<file path="src/alu_settings.svh">
`ifndef ALU_SETTINGS_SVH
`define ALU_SETTINGS_SVH

// Datapath operand width, also the width of each result half
`define ALU_WIDTH 32

// Opcode width, shared with the CPU decoder encoding
`define ALU_OP_BITS 5

// Shift and rotate amount comes from this many low bits of b
`define ALU_SHAMT_BITS 5

// Step cycles of the sequential multiplier and divider
`define ALU_ITER 32

`endif

</file>
<file path="src/alu_ops_pkg.sv">
`include "alu_settings.svh"

package alu_ops_pkg;

	typedef logic [`ALU_WIDTH-1:0] word_t; // One operand or half result

	typedef logic [`ALU_SHAMT_BITS-1:0] shamt_t; // Low bits of b

	// Step counter of the multi-cycle units, holds 0 up to ALU_ITER
	typedef logic [$clog2(`ALU_ITER+1)-1:0] iter_cnt_t;

	// Encodings follow the CPU instruction set
	typedef enum logic [`ALU_OP_BITS-1:0] {
		op_add  = 5'd3,
		op_sub  = 5'd4,
		op_and  = 5'd5,
		op_or   = 5'd6,
		op_ror  = 5'd7,
		op_rol  = 5'd8,
		op_shr  = 5'd9,
		op_shra = 5'd10,
		op_shl  = 5'd11,
		op_div  = 5'd15,
		op_mul  = 5'd16,
		op_neg  = 5'd17,
		op_not  = 5'd18
	} alu_op_e;

endpackage

</file>
<file path="src/alu_ctrl_pkg.sv">
package alu_ctrl_pkg;

	// One operation request, 69 bits
	typedef struct packed {
		alu_ops_pkg::alu_op_e op;
		alu_ops_pkg::word_t   a;
		alu_ops_pkg::word_t   b;
	} alu_req_t;

	// 64-bit result, hi is zero for 32-bit operations
	typedef struct packed {
		alu_ops_pkg::word_t hi; // Remainder for divide
		alu_ops_pkg::word_t lo; // Quotient for divide
	} alu_result_t;

	typedef enum logic [1:0] {
		st_idle,
		st_mul,  // Waiting on the multiplier
		st_div,  // Waiting on the divider
		st_done  // Result valid, done is high
	} ctrl_state_e;

endpackage

</file>
<file path="src/alu_control.sv">
`timescale 1ns/1ns

module alu_control (
	input  logic                      clock,
	input  logic                      rst_n,
	input  logic                      start,
	input  alu_ctrl_pkg::alu_req_t    req,
	input  alu_ops_pkg::word_t        logic_y,
	input  alu_ops_pkg::word_t        shift_y,
	input  logic                      mul_done,
	input  alu_ctrl_pkg::alu_result_t mul_p,
	input  logic                      div_done,
	input  alu_ctrl_pkg::alu_result_t div_q,
	output logic                      mul_go,
	output logic                      div_go,
	output alu_ctrl_pkg::alu_result_t z,
	output logic                      done,
	output logic                      busy
);
	import alu_ops_pkg::*;
	import alu_ctrl_pkg::*;

	ctrl_state_e state;
	logic        accept;   // Start taken, no multi-cycle op in flight
	logic        is_logic;
	logic        is_shift;
	logic        is_mul;
	logic        is_div;
	alu_result_t single_z;

	always_comb begin
		is_logic = 1'b0;
		is_shift = 1'b0;
		is_mul   = 1'b0;
		is_div   = 1'b0;
		case (req.op)
			op_and, op_or, op_add, op_sub, op_neg, op_not: is_logic = 1'b1;
			op_shr, op_shra, op_shl, op_ror, op_rol:      is_shift = 1'b1;
			op_mul:  is_mul = 1'b1;
			op_div:  is_div = 1'b1;
			default: is_logic = 1'b0; // Illegal opcode, no class
		endcase
	end

	// Single-cycle result, illegal opcodes leave it zero
	always_comb begin
		single_z = '0;
		if (is_logic)
			single_z.lo = logic_y;
		else if (is_shift)
			single_z.lo = shift_y;
	end

	// st_done behaves as idle so back-to-back starts are taken
	assign accept = start && (state == st_idle || state == st_done);
	assign mul_go = accept && is_mul;
	assign div_go = accept && is_div;

	always_ff @(posedge clock) begin
		if (!rst_n) begin
			state <= st_idle;
			z     <= '0;
		end else begin
			case (state)
				st_idle, st_done: begin
					if (!accept)
						state <= st_idle;
					else if (is_mul)
						state <= st_mul;
					else if (is_div)
						state <= st_div;
					else begin
						state <= st_done;
						z     <= single_z;
					end
				end
				st_mul: begin
					if (mul_done) begin
						state <= st_done;
						z     <= mul_p;
					end
				end
				st_div: begin
					if (div_done) begin
						state <= st_done;
						z     <= div_q;
					end
				end
				default: state <= st_idle;
			endcase
		end
	end

	assign done = (state == st_done);
	assign busy = (state == st_mul) || (state == st_div); // Drops as done rises

endmodule

</file>
<file path="src/alu_logic_unit.sv">
`timescale 1ns/1ns

module alu_logic_unit (
	input  alu_ctrl_pkg::alu_req_t req,
	output alu_ops_pkg::word_t     y
);
	import alu_ops_pkg::*;

	always_comb begin
		case (req.op)
			op_and: begin
				y = req.a & req.b;
			end
			op_or: begin
				y = req.a | req.b;
			end
			op_add: begin
				y = req.a + req.b; // Carry out is dropped
			end
			op_sub: begin
				y = req.a - req.b;
			end
			op_neg: begin
				y = ~req.a + 1'b1; // Two's complement of a
			end
			op_not: begin
				y = ~req.a;
			end
			default: begin
				y = '0; // Not a logic or arithmetic opcode
			end
		endcase
	end

endmodule

</file>
<file path="src/alu_shifter.sv">
`timescale 1ns/1ns
`include "alu_settings.svh"

module alu_shifter (
	input  alu_ctrl_pkg::alu_req_t req,
	output alu_ops_pkg::word_t     y
);
	import alu_ops_pkg::*;

	shamt_t                  sh;
	logic [2*`ALU_WIDTH-1:0] ror_dw; // a twice over, shifted right
	logic [2*`ALU_WIDTH-1:0] rol_dw; // a twice over, shifted left

	assign sh = req.b[`ALU_SHAMT_BITS-1:0];

	// Rotates fall out of shifting a doubled copy of a
	assign ror_dw = {req.a, req.a} >> sh;
	assign rol_dw = {req.a, req.a} << sh;

	always_comb begin
		case (req.op)
			op_shr:  y = req.a >> sh;
			op_shra: y = word_t'($signed(req.a) >>> sh); // Sign bit fills from the top
			op_shl:  y = req.a << sh;
			op_ror:  y = ror_dw[`ALU_WIDTH-1:0];
			op_rol:  y = rol_dw[2*`ALU_WIDTH-1:`ALU_WIDTH];
			default: y = '0;
		endcase
	end

endmodule

</file>
<file path="src/alu_top.sv">
`timescale 1ns/1ns

module alu_top (
	input  logic                      clock,
	input  logic                      rst_n,
	input  logic                      start,
	input  alu_ctrl_pkg::alu_req_t    req,
	output alu_ctrl_pkg::alu_result_t z,
	output logic                      done,
	output logic                      busy
);
	import alu_ops_pkg::*;
	import alu_ctrl_pkg::*;

	word_t       logic_y;
	word_t       shift_y;
	logic        mul_go;
	logic        mul_done;
	alu_result_t mul_z;
	logic        div_go;
	logic        div_done;
	alu_result_t div_z;

	alu_control alu_control_i (
		.clock    (clock),
		.rst_n    (rst_n),
		.start    (start),
		.req      (req),
		.logic_y  (logic_y),
		.shift_y  (shift_y),
		.mul_done (mul_done),
		.mul_p    (mul_z),
		.div_done (div_done),
		.div_q    (div_z),
		.mul_go   (mul_go),
		.div_go   (div_go),
		.z        (z),
		.done     (done),
		.busy     (busy)
	);

	alu_logic_unit alu_logic_unit_i (
		.req (req),
		.y   (logic_y)
	);

	alu_shifter alu_shifter_i (
		.req (req),
		.y   (shift_y)
	);

	// Operands are latched on the go edge, req may change afterwards
	booth_multiplier booth_multiplier_i (
		.clock (clock),
		.rst_n (rst_n),
		.go    (mul_go),
		.a     (req.a),
		.b     (req.b),
		.done  (mul_done),
		.p     (mul_z)
	);

	restoring_divider restoring_divider_i (
		.clock (clock),
		.rst_n (rst_n),
		.go    (div_go),
		.a     (req.a),
		.b     (req.b),
		.done  (div_done),
		.q     (div_z)
	);

endmodule

</file>
<file path="src/booth_multiplier.sv">
`timescale 1ns/1ns
`include "alu_settings.svh"

module booth_multiplier (
	input  logic                      clock,
	input  logic                      rst_n,
	input  logic                      go,
	input  alu_ops_pkg::word_t        a,
	input  alu_ops_pkg::word_t        b,
	output logic                      done,
	output alu_ctrl_pkg::alu_result_t p
);
	import alu_ops_pkg::*;

	logic [`ALU_WIDTH:0] acc;       // Guard bit keeps a -2^31 multiplicand exact
	logic [`ALU_WIDTH:0] acc_sum;
	word_t               mcand;
	word_t               mplier;    // Low product word builds up here
	logic                mplier_q1; // Booth bit below the multiplier
	iter_cnt_t           cnt;
	logic                running;

	// Radix-2 recoding of the two lowest bits
	always_comb begin
		case ({mplier[0], mplier_q1})
			2'b01:   acc_sum = acc + {mcand[`ALU_WIDTH-1], mcand};
			2'b10:   acc_sum = acc - {mcand[`ALU_WIDTH-1], mcand};
			default: acc_sum = acc;
		endcase
	end

	always_ff @(posedge clock) begin
		if (!rst_n) begin
			running <= 1'b0;
			cnt     <= '0;
			done    <= 1'b0;
		end else begin
			done <= 1'b0;
			if (go) begin
				running <= 1'b1;
				cnt     <= iter_cnt_t'(`ALU_ITER);
			end else if (running) begin
				cnt <= cnt - 1'b1;
				if (cnt == iter_cnt_t'(1)) begin // Last step
					running <= 1'b0;
					done    <= 1'b1;
				end
			end
		end
	end

	always_ff @(posedge clock) begin
		if (go) begin
			acc       <= '0;
			mcand     <= a;
			mplier    <= b;
			mplier_q1 <= 1'b0;
		end else if (running) begin
			// Arithmetic shift right of {acc, mplier, mplier_q1}
			acc       <= {acc_sum[`ALU_WIDTH], acc_sum[`ALU_WIDTH:1]};
			mplier    <= {acc_sum[0], mplier[`ALU_WIDTH-1:1]};
			mplier_q1 <= mplier[0];
		end
	end

	assign p = '{hi: acc[`ALU_WIDTH-1:0], lo: mplier};

endmodule

</file>
<file path="src/restoring_divider.sv">
`timescale 1ns/1ns
`include "alu_settings.svh"

module restoring_divider (
	input  logic                      clock,
	input  logic                      rst_n,
	input  logic                      go,
	input  alu_ops_pkg::word_t        a,
	input  alu_ops_pkg::word_t        b,
	output logic                      done,
	output alu_ctrl_pkg::alu_result_t q
);
	import alu_ops_pkg::*;

	word_t               rem;      // Partial remainder, magnitude
	word_t               quo;      // Dividend bits shift out, quotient bits shift in
	word_t               abs_b;
	logic [`ALU_WIDTH:0] rem_sh;
	logic                fits;     // Divisor goes into the shifted remainder
	logic                neg_a;
	logic                neg_q;
	logic                div_zero;
	word_t               quo_fix;
	word_t               rem_fix;
	iter_cnt_t           cnt;
	logic                running;

	assign rem_sh = {rem, quo[`ALU_WIDTH-1]};
	assign fits   = rem_sh >= {1'b0, abs_b};

	always_ff @(posedge clock) begin
		if (!rst_n) begin
			running <= 1'b0;
			cnt     <= '0;
			done    <= 1'b0;
		end else begin
			done <= 1'b0;
			if (go) begin
				running <= 1'b1;
				cnt     <= iter_cnt_t'(`ALU_ITER);
			end else if (running) begin
				cnt <= cnt - 1'b1;
				if (cnt == iter_cnt_t'(1)) begin
					running <= 1'b0;
					done    <= 1'b1;
				end
			end
		end
	end

	// With a zero divisor every step fits, so quo ends all ones and rem ends |a|
	always_ff @(posedge clock) begin
		if (go) begin
			rem      <= '0;
			quo      <= a[`ALU_WIDTH-1] ? -a : a;
			abs_b    <= b[`ALU_WIDTH-1] ? -b : b;
			neg_a    <= a[`ALU_WIDTH-1];
			neg_q    <= a[`ALU_WIDTH-1] ^ b[`ALU_WIDTH-1];
			div_zero <= (b == '0);
		end else if (running) begin
			rem <= fits ? word_t'(rem_sh - {1'b0, abs_b}) : rem_sh[`ALU_WIDTH-1:0];
			quo <= {quo[`ALU_WIDTH-2:0], fits};
		end
	end

	// Truncating division, remainder follows the dividend sign
	assign quo_fix = div_zero ? '1 : (neg_q ? -quo : quo);
	assign rem_fix = neg_a ? -rem : rem;

	assign q = '{hi: rem_fix, lo: quo_fix};

endmodule

</file>
<file path="config.mk">
export PLATFORM = sky130hd
export DESIGN_NAME = alu_top
export DESIGN_NICKNAME = d
export VERILOG_FILES = /design/src/alu_ops_pkg.sv /design/src/alu_ctrl_pkg.sv /design/src/alu_control.sv /design/src/alu_logic_unit.sv /design/src/alu_shifter.sv /design/src/alu_top.sv /design/src/booth_multiplier.sv /design/src/restoring_divider.sv
export VERILOG_INCLUDE_DIRS = /design/src
export SDC_FILE = /design/constraint.sdc
export NUM_CORES = 1
export LEC_CHECK = 0
export BUFFER_PORTS_ARGS = -buffer_cell sky130_fd_sc_hd__buf_2
export CELL_PAD_IN_SITES_DETAIL_PLACEMENT = 0
export CELL_PAD_IN_SITES_GLOBAL_PLACEMENT = 1
export CORE_MARGIN = 5
export CORE_UTILIZATION = 43
export DETAILED_ROUTE_END_ITERATION = 8
export GPL_TIMING_DRIVEN = 1
export PLACE_DENSITY_LB_ADDON = 0.1
export SLEW_MARGIN = 20
export SYNTH_ARGS = -nofsm -noshare
export SYNTH_HDL_FRONTEND = slang
export SYNTH_SLANG_ARGS = --single-unit
</file>
<file path="constraint.sdc">
create_clock -name clock -period 5 [get_ports clock]
set_clock_uncertainty 0.05 [all_clocks]
set_input_delay 0.5 -clock clock [delete_from_list [all_inputs] [get_ports clock]]
set_output_delay 0.5 -clock clock [all_outputs]
set_load 0.005 [all_outputs]
</file>
* Word-level counts from Yosys, hierarchy flattened
Index checks and enable logic that the tools add are counted.
Operators by class: add/subtract/negate cells 12, magnitude comparators 1, eq/ne operators 25, shift operators 5, mux-type cells 43, bitwise operators 7, reductions and logical operators 18
Operators by type and width (number):
- 32-bit two-way mux | 11
- 64-bit two-way mux | 5
- 32-bit case mux with 6 select lines | 1
- 64-bit case mux with 3 select lines | 1
- 32-bit case mux with 5 select lines | 1
- 32-bit negation | 4
- 33-bit case mux with 2 select lines | 1
- 64-bit by 5-bit left shift with 64-bit output | 1
- 64-bit by 5-bit >> shifter with 32-bit output | 1
- 32-bit subtractor | 2
- 32-bit by 32-bit adder with 33-bit output | 1
- 33-bit by 32-bit >= comparator with 1-bit output | 1
- 32-bit by 32-bit subtractor with 33-bit output | 1
- 32-bit by 1-bit adder with 32-bit output, second input constant | 1
- 32-bit adder | 1
- 32-bit bitwise AND | 1
- 32-bit zero test | 1
- 32-bit inverter | 1
- 32-bit OR | 1
- 32-bit by 5-bit left shift with 32-bit output | 1
- 32-bit by 5-bit >> shifter with 32-bit output | 1
- 32-bit by 5-bit >>> shifter with 32-bit output | 1
- 31-bit two-way mux | 1
- 5-bit by 4-bit equality test with 1-bit output, second input constant | 5
- other kinds (25) | 65
Word-level totals: bits in registers 278, input port bits 72, output and inout bits 66, word-level logic and storage cells 133

* Longest topological paths before layout
depth in word-level cells 9, gate-level depth with buffers 21, depth with buffers taken out 18

* By module
Synthesis repeated with hierarchy kept, for this count alone.
Second synthesis, totals: cells, all modules 3550, area total of the unflattened synthesis 28811.4 µm²
By module, submodules not included:
- restoring_divider | instances 1, cells an instance 1000, area each 8463.1 µm², sequential area each 2812.7 µm²
- booth_multiplier | instances 1, cells an instance 703, area each 6651.4 µm², sequential area each 2742.6 µm²
- alu_shifter | instances 1, cells an instance 751, area each 5681.7 µm², sequential area each 0.0 µm²
- alu_logic_unit | instances 1, cells an instance 681, area each 4296.6 µm², sequential area each 0.0 µm²
- alu_control | instances 1, cells an instance 415, area each 3718.6 µm², sequential area each 1321.3 µm²

* Worst setup path after synthesis
OpenSTA, ideal clock, no wires.
kind input to register, start point in req[0] in the netlist's numbering, end point reg, netlist name alu_control_i.z[30], setup time 0.074 ns, arrival 4.960 ns, required time 4.876 ns, path slack -0.084 ns, stages 20, buffers on the path 3, cell sequence clkbuf_1 -> buf_1 -> clkbuf_1 -> inv_1 -> ha_1 -> nand2_1 -> or3_1 -> or2_2 -> or4_1 -> nand2_1 -> xor2_1 -> ha_1 -> o21a_1 -> or2_2 -> nor3b_1 -> o21ai_0 -> a211oi_1 -> nor2_1 -> or4b_2 -> a31oi_1
Between the ends: cells in the longest elaborated chain, start to end 8, elaborated cells between the ends (all ways) 15, classes of those cells 2 x add/sub; 5 x shift; 8 x mux
Ends and longest elaborated chain:
- start: declaration | line alu_top.sv:7 | input alu_ctrl_pkg::alu_req_t req,
- parallel branches: the longest is 3 deep, another holds 32-bit subtractor
- 32-bit two-way mux * | line alu_control.sv:48 | if (is_logic)
- 64-bit two-way mux * | line alu_control.sv:70 | else if (is_div)
- 64-bit two-way mux * | line alu_control.sv:68 | else if (is_mul)
- 64-bit two-way mux * | line alu_control.sv:66 | if (!accept)
- 64-bit case mux with 3 select lines * | line alu_control.sv:64 | case (state)
Mark *: on every way between the ends. The select of a mux whose other input is x is not followed. A chain may end at the register's enable or synchronous reset.

* Worst setup path in the final report
start point reg booth_multiplier_i.mcand[9], end point reg booth_multiplier_i.acc[22]
Between the ends: cells in the longest elaborated chain, start to end 2, elaborated cells between the ends (all ways) 3, classes of those cells 2 x add/sub; 1 x mux
Ends and longest elaborated chain:
- start: declaration | line booth_multiplier.sv:17 | word_t mcand;
- start signal: assignment | line booth_multiplier.sv:55 | mcand <= a;
- 32-bit by 32-bit subtractor with 33-bit output / 32-bit by 32-bit adder with 33-bit output (equally long branches) | line booth_multiplier.sv:27, booth_multiplier.sv:26
- 33-bit case mux with 2 select lines * | line booth_multiplier.sv:25 | case ({mplier[0], mplier_q1})
- end signal: assignment | line booth_multiplier.sv:60 | acc <= {acc_sum[`ALU_WIDTH], acc_sum[`ALU_WIDTH:1]};
- end: declaration | line booth_multiplier.sv:15 | logic [`ALU_WIDTH:0] acc;
Every way passes the cells marked *; elsewhere a longest branch is shown, timed or not.

==> run_results.csv <==
group,metric,value,unit
pwr,power,13.6,mW
status,status,"complete, no violations",
die,num_io_pins,138,
yosys,avgSynthCellArea,7.81,um^2
timing,fmax,0.209,GHz
yosys,synth_warnings,0,
critical_path,slowest_stage,"or4b_2",
critical_path,end_kind,"flop",
grt,grt_max_degree,74,
clocking,cts_tree,"yes",
place,port_buffers,137,
grt,grt_overflow,0,
critical_path,path_max_fanout,6,
yosys,yosys.cell_types.count,76,
yosys,yosys.area.top_type_share,15.2,%
clocking,cts.path.max_buffers,3,
critical_path,crit_arrival,5.14,ns
yosys,synthArstFlopShare,0,%
grt,grt_pass1_vias,26300,
critical_path,slowest_delay,0.71,ns
timing,rsz0062_at_grt,"false",
routing,ant_nets,0,
clocking,numCtsBuffers,35,
critical_path,critPathKind,"flop to flop",
routing,dr.first_iter.drc_count,3280,
clocking,clock-sinks,278,
place,dpl.cell_count,4162,
final_layout,final_common_cell,"nand2_1",
clocking,htreeDepth,2,
grt,grt_pass1_wl,181000,um
routing,drc,0,
critical_path,path_cells,"or3_1 -> or3_1 -> nor3_2 -> a21oi_1 -> xnor2_1 -> ha_1 -> and3_1 -> nand3_1 -> o21bai_1 -> o311ai_0 -> or4b_2 -> a311oi_2 -> buf_4 -> nor2b_1 -> o41ai_1 -> a21oi_1",
routing,postRouteWirelength,125000,um
min_path,hold_class,"primary input to flop",
pwr,powerDensity,465,nW/um^2
critical_path,critPathRequiredTime,5.36,ns
final_layout,nFillCells,5899,
final_layout,instances_no_fill,4230,
timing,tightest_slew,1.09,ns
place,hpwl,93100,um
grt,antenna_found_initial,6,
final_layout,finish.utilization,48.8,%
timing,relSlewSlack,26.9,%
place,globalplace.congestion,1.07,
clocking,cts_root_buf,"clkbuf_16",
final_layout,drive_gt1_share,14.3,%
timing,layout_min_cycle_time,4.79,ns
clocking,path_clk_slew,0.06,ns
timing,finalCritPeriodShare,95.8,%
routing,wire_per_inst,29.6,um
pwr,irDropWorstVdd,0.277,mV
die,core_area,60000,um^2
yosys,synth_cells,3320,
clocking,clock_latency,0.57,ns
final_layout,mostFrequentLayoutCells,"396 x nand2_1, 330 x nor2_1, 324 x o21ai_0",
yosys,ys.flop_type,"dfxtp_1",
critical_path,startpoint_type,"flop",
timing,hold_viol,0,
grt,grt.total_usage,36.3,%
yosys,synth.area.top_cells,"edfxtp_1 15%, dfxtp_1 11%, o21ai_0 6.3%",
yosys,synth_edf_count,131,
timing,fin_hold_ws,0.122,ns
flow_run,maxCapViolCount,0,
yosys,synth_nets,3509,
timing,drv_slew,0,
routing,via_count,27800,
pwr,p_leak,11.7,nW
critical_path,path_delay_family,"simple AND/OR/NAND/NOR gates",
critical_path,crit_buf_inv,1,
yosys,yosysSeqAreaShare,26.5,%
final_layout,syn_to_final_growth,12.9,%
routing,drt_first_pass_iters,6,
yosys,syn-cell-area,25900,um^2
final_layout,fin_nets,3607,
die,die_h,256,um
die,row_count,90,
routing,vias_per_cell,6.56,
die,start_util,43.2,%
timing,setup-violations-final,0,
yosys,synth_largest_area_cell,"edfxtp_1",
yosys,ys_seq_elements,278,
die,dieArea,65300,um^2
die,chipWidth,256,um
-- registers in the layout (all words and copies together), names as in the netlist --
register and cells:
restoring_divider_i.quo 32, booth_multiplier_i.running 1, booth_multiplier_i.done 1, alu_control_i.z 64, restoring_divider_i.neg_q 1, booth_multiplier_i.mcand 32, booth_multiplier_i.acc 32, restoring_divider_i.running 1
booth_multiplier_i.mplier 32, restoring_divider_i.abs_b 32, alu_control_i.state 2, restoring_divider_i.div_zero 1, booth_multiplier_i.cnt 6, restoring_divider_i.done 1, restoring_divider_i.rem 32, restoring_divider_i.neg_a 1
restoring_divider_i.cnt 6, booth_multiplier_i.mplier_q1 1
-- cell usage after synthesis, drive strengths merged (40+ instances only) --
cell and n:
clkbuf 221, xor2 99, ha 114, nand3 56
mux2i 84, o21ai 326, a21oi 270, a21o 55
o211ai 44, o31ai 40, nand2 399, xnor2 172
dfxtp 147, mux4 52, inv 83, edfxtp 131
nor2 330, nor3 53
-- path summary, 6_finish.rpt --
path / from / depth (start not counted) / slack, ns / endpoint
worst max register to register: booth_multiplier_i.mcand[9] / 16 / 0.21 / booth_multiplier_i.acc[22]
worst min register to register: alu_control_i.z[2] / 2 / 0.41 / alu_control_i.z[2]
worst max-delay path: booth_multiplier_i.mcand[9] / 16 / 0.21 / booth_multiplier_i.acc[22]
worst min-delay path: req[0] / 1 / 0.12 / restoring_divider_i.abs_b[0]
-- through the flow --
step | setup WS (ns) | TNS, ns | instance area [um^2]
after floorplan | 0.0278 | 0 | 25900
after global placement | -0.0860 | -0.206 | 28000
after detailed placement | -0.149 | -0.157 | 28000
after CTS | 0.0279 | 0 | 29200
after global routing | 0.00214 | 0 | 29300
final | 0.211 | 0 | 29300
-- layout make-up --
| class | instances | area (um^2) | share of cell area, % |
|---|---|---|---|
| tap | 782 | 978 | 3.34 |
| inverter | 87 | 327 | 1.11 |
| sequential | 278 | 6880 | 23.5 |
| clock inverter | 18 | 263 | 0.897 |
| timing repair buffer | 313 | 2010 | 6.86 |
| multi-input combinational | 2703 | 17900 | 61.0 |
| clock buffer | 46 | 947 | 3.23 |
| antenna | 3 | 7.51 | 0.0256 |
-- per-layer routing --
layer  routed length [um]  track usage [%]  vias up
met5                   33                0        -
met4                 8620             19.5        6
met3                12700             9.77      412
met2                54600             56.6     1638
met1                49400             46.2    13300
li1                     -                -    12400
-- power by group --
group / internal [mW] / switching, mW
logic: 2.79 / 4.54
clock network: 1.61 / 1.11
registers: 2.86 / 0.707
total: 7.26 / 6.36
-- cell families (layout without fill, tap and decap cells) --
logic type,after synthesis,count (layout),synth area share (%)
other,0,3,0
AO/OA/AOI/OAI,1062,1062,25.6
buffers and inverters,339,464,4.92
XOR/XNOR,271,271,9.15
flip-flops,278,278,26.5
adder cells (fa/ha/maj),117,117,5.73
AND/OR/NAND/NOR,1096,1096,19.4
multiplexers,157,157,8.67
-- timing repair --
item | 4_1_cts | 5_1_grt
setup buffers | 0 | 1
resized for setup | 0 | 6
setup endpoints to repair | 0 | 9
endpoints found under the hold margin | 0 | 0
hold buffers | 0 | 0
Note: power is estimated with default switching activity, not from simulation.
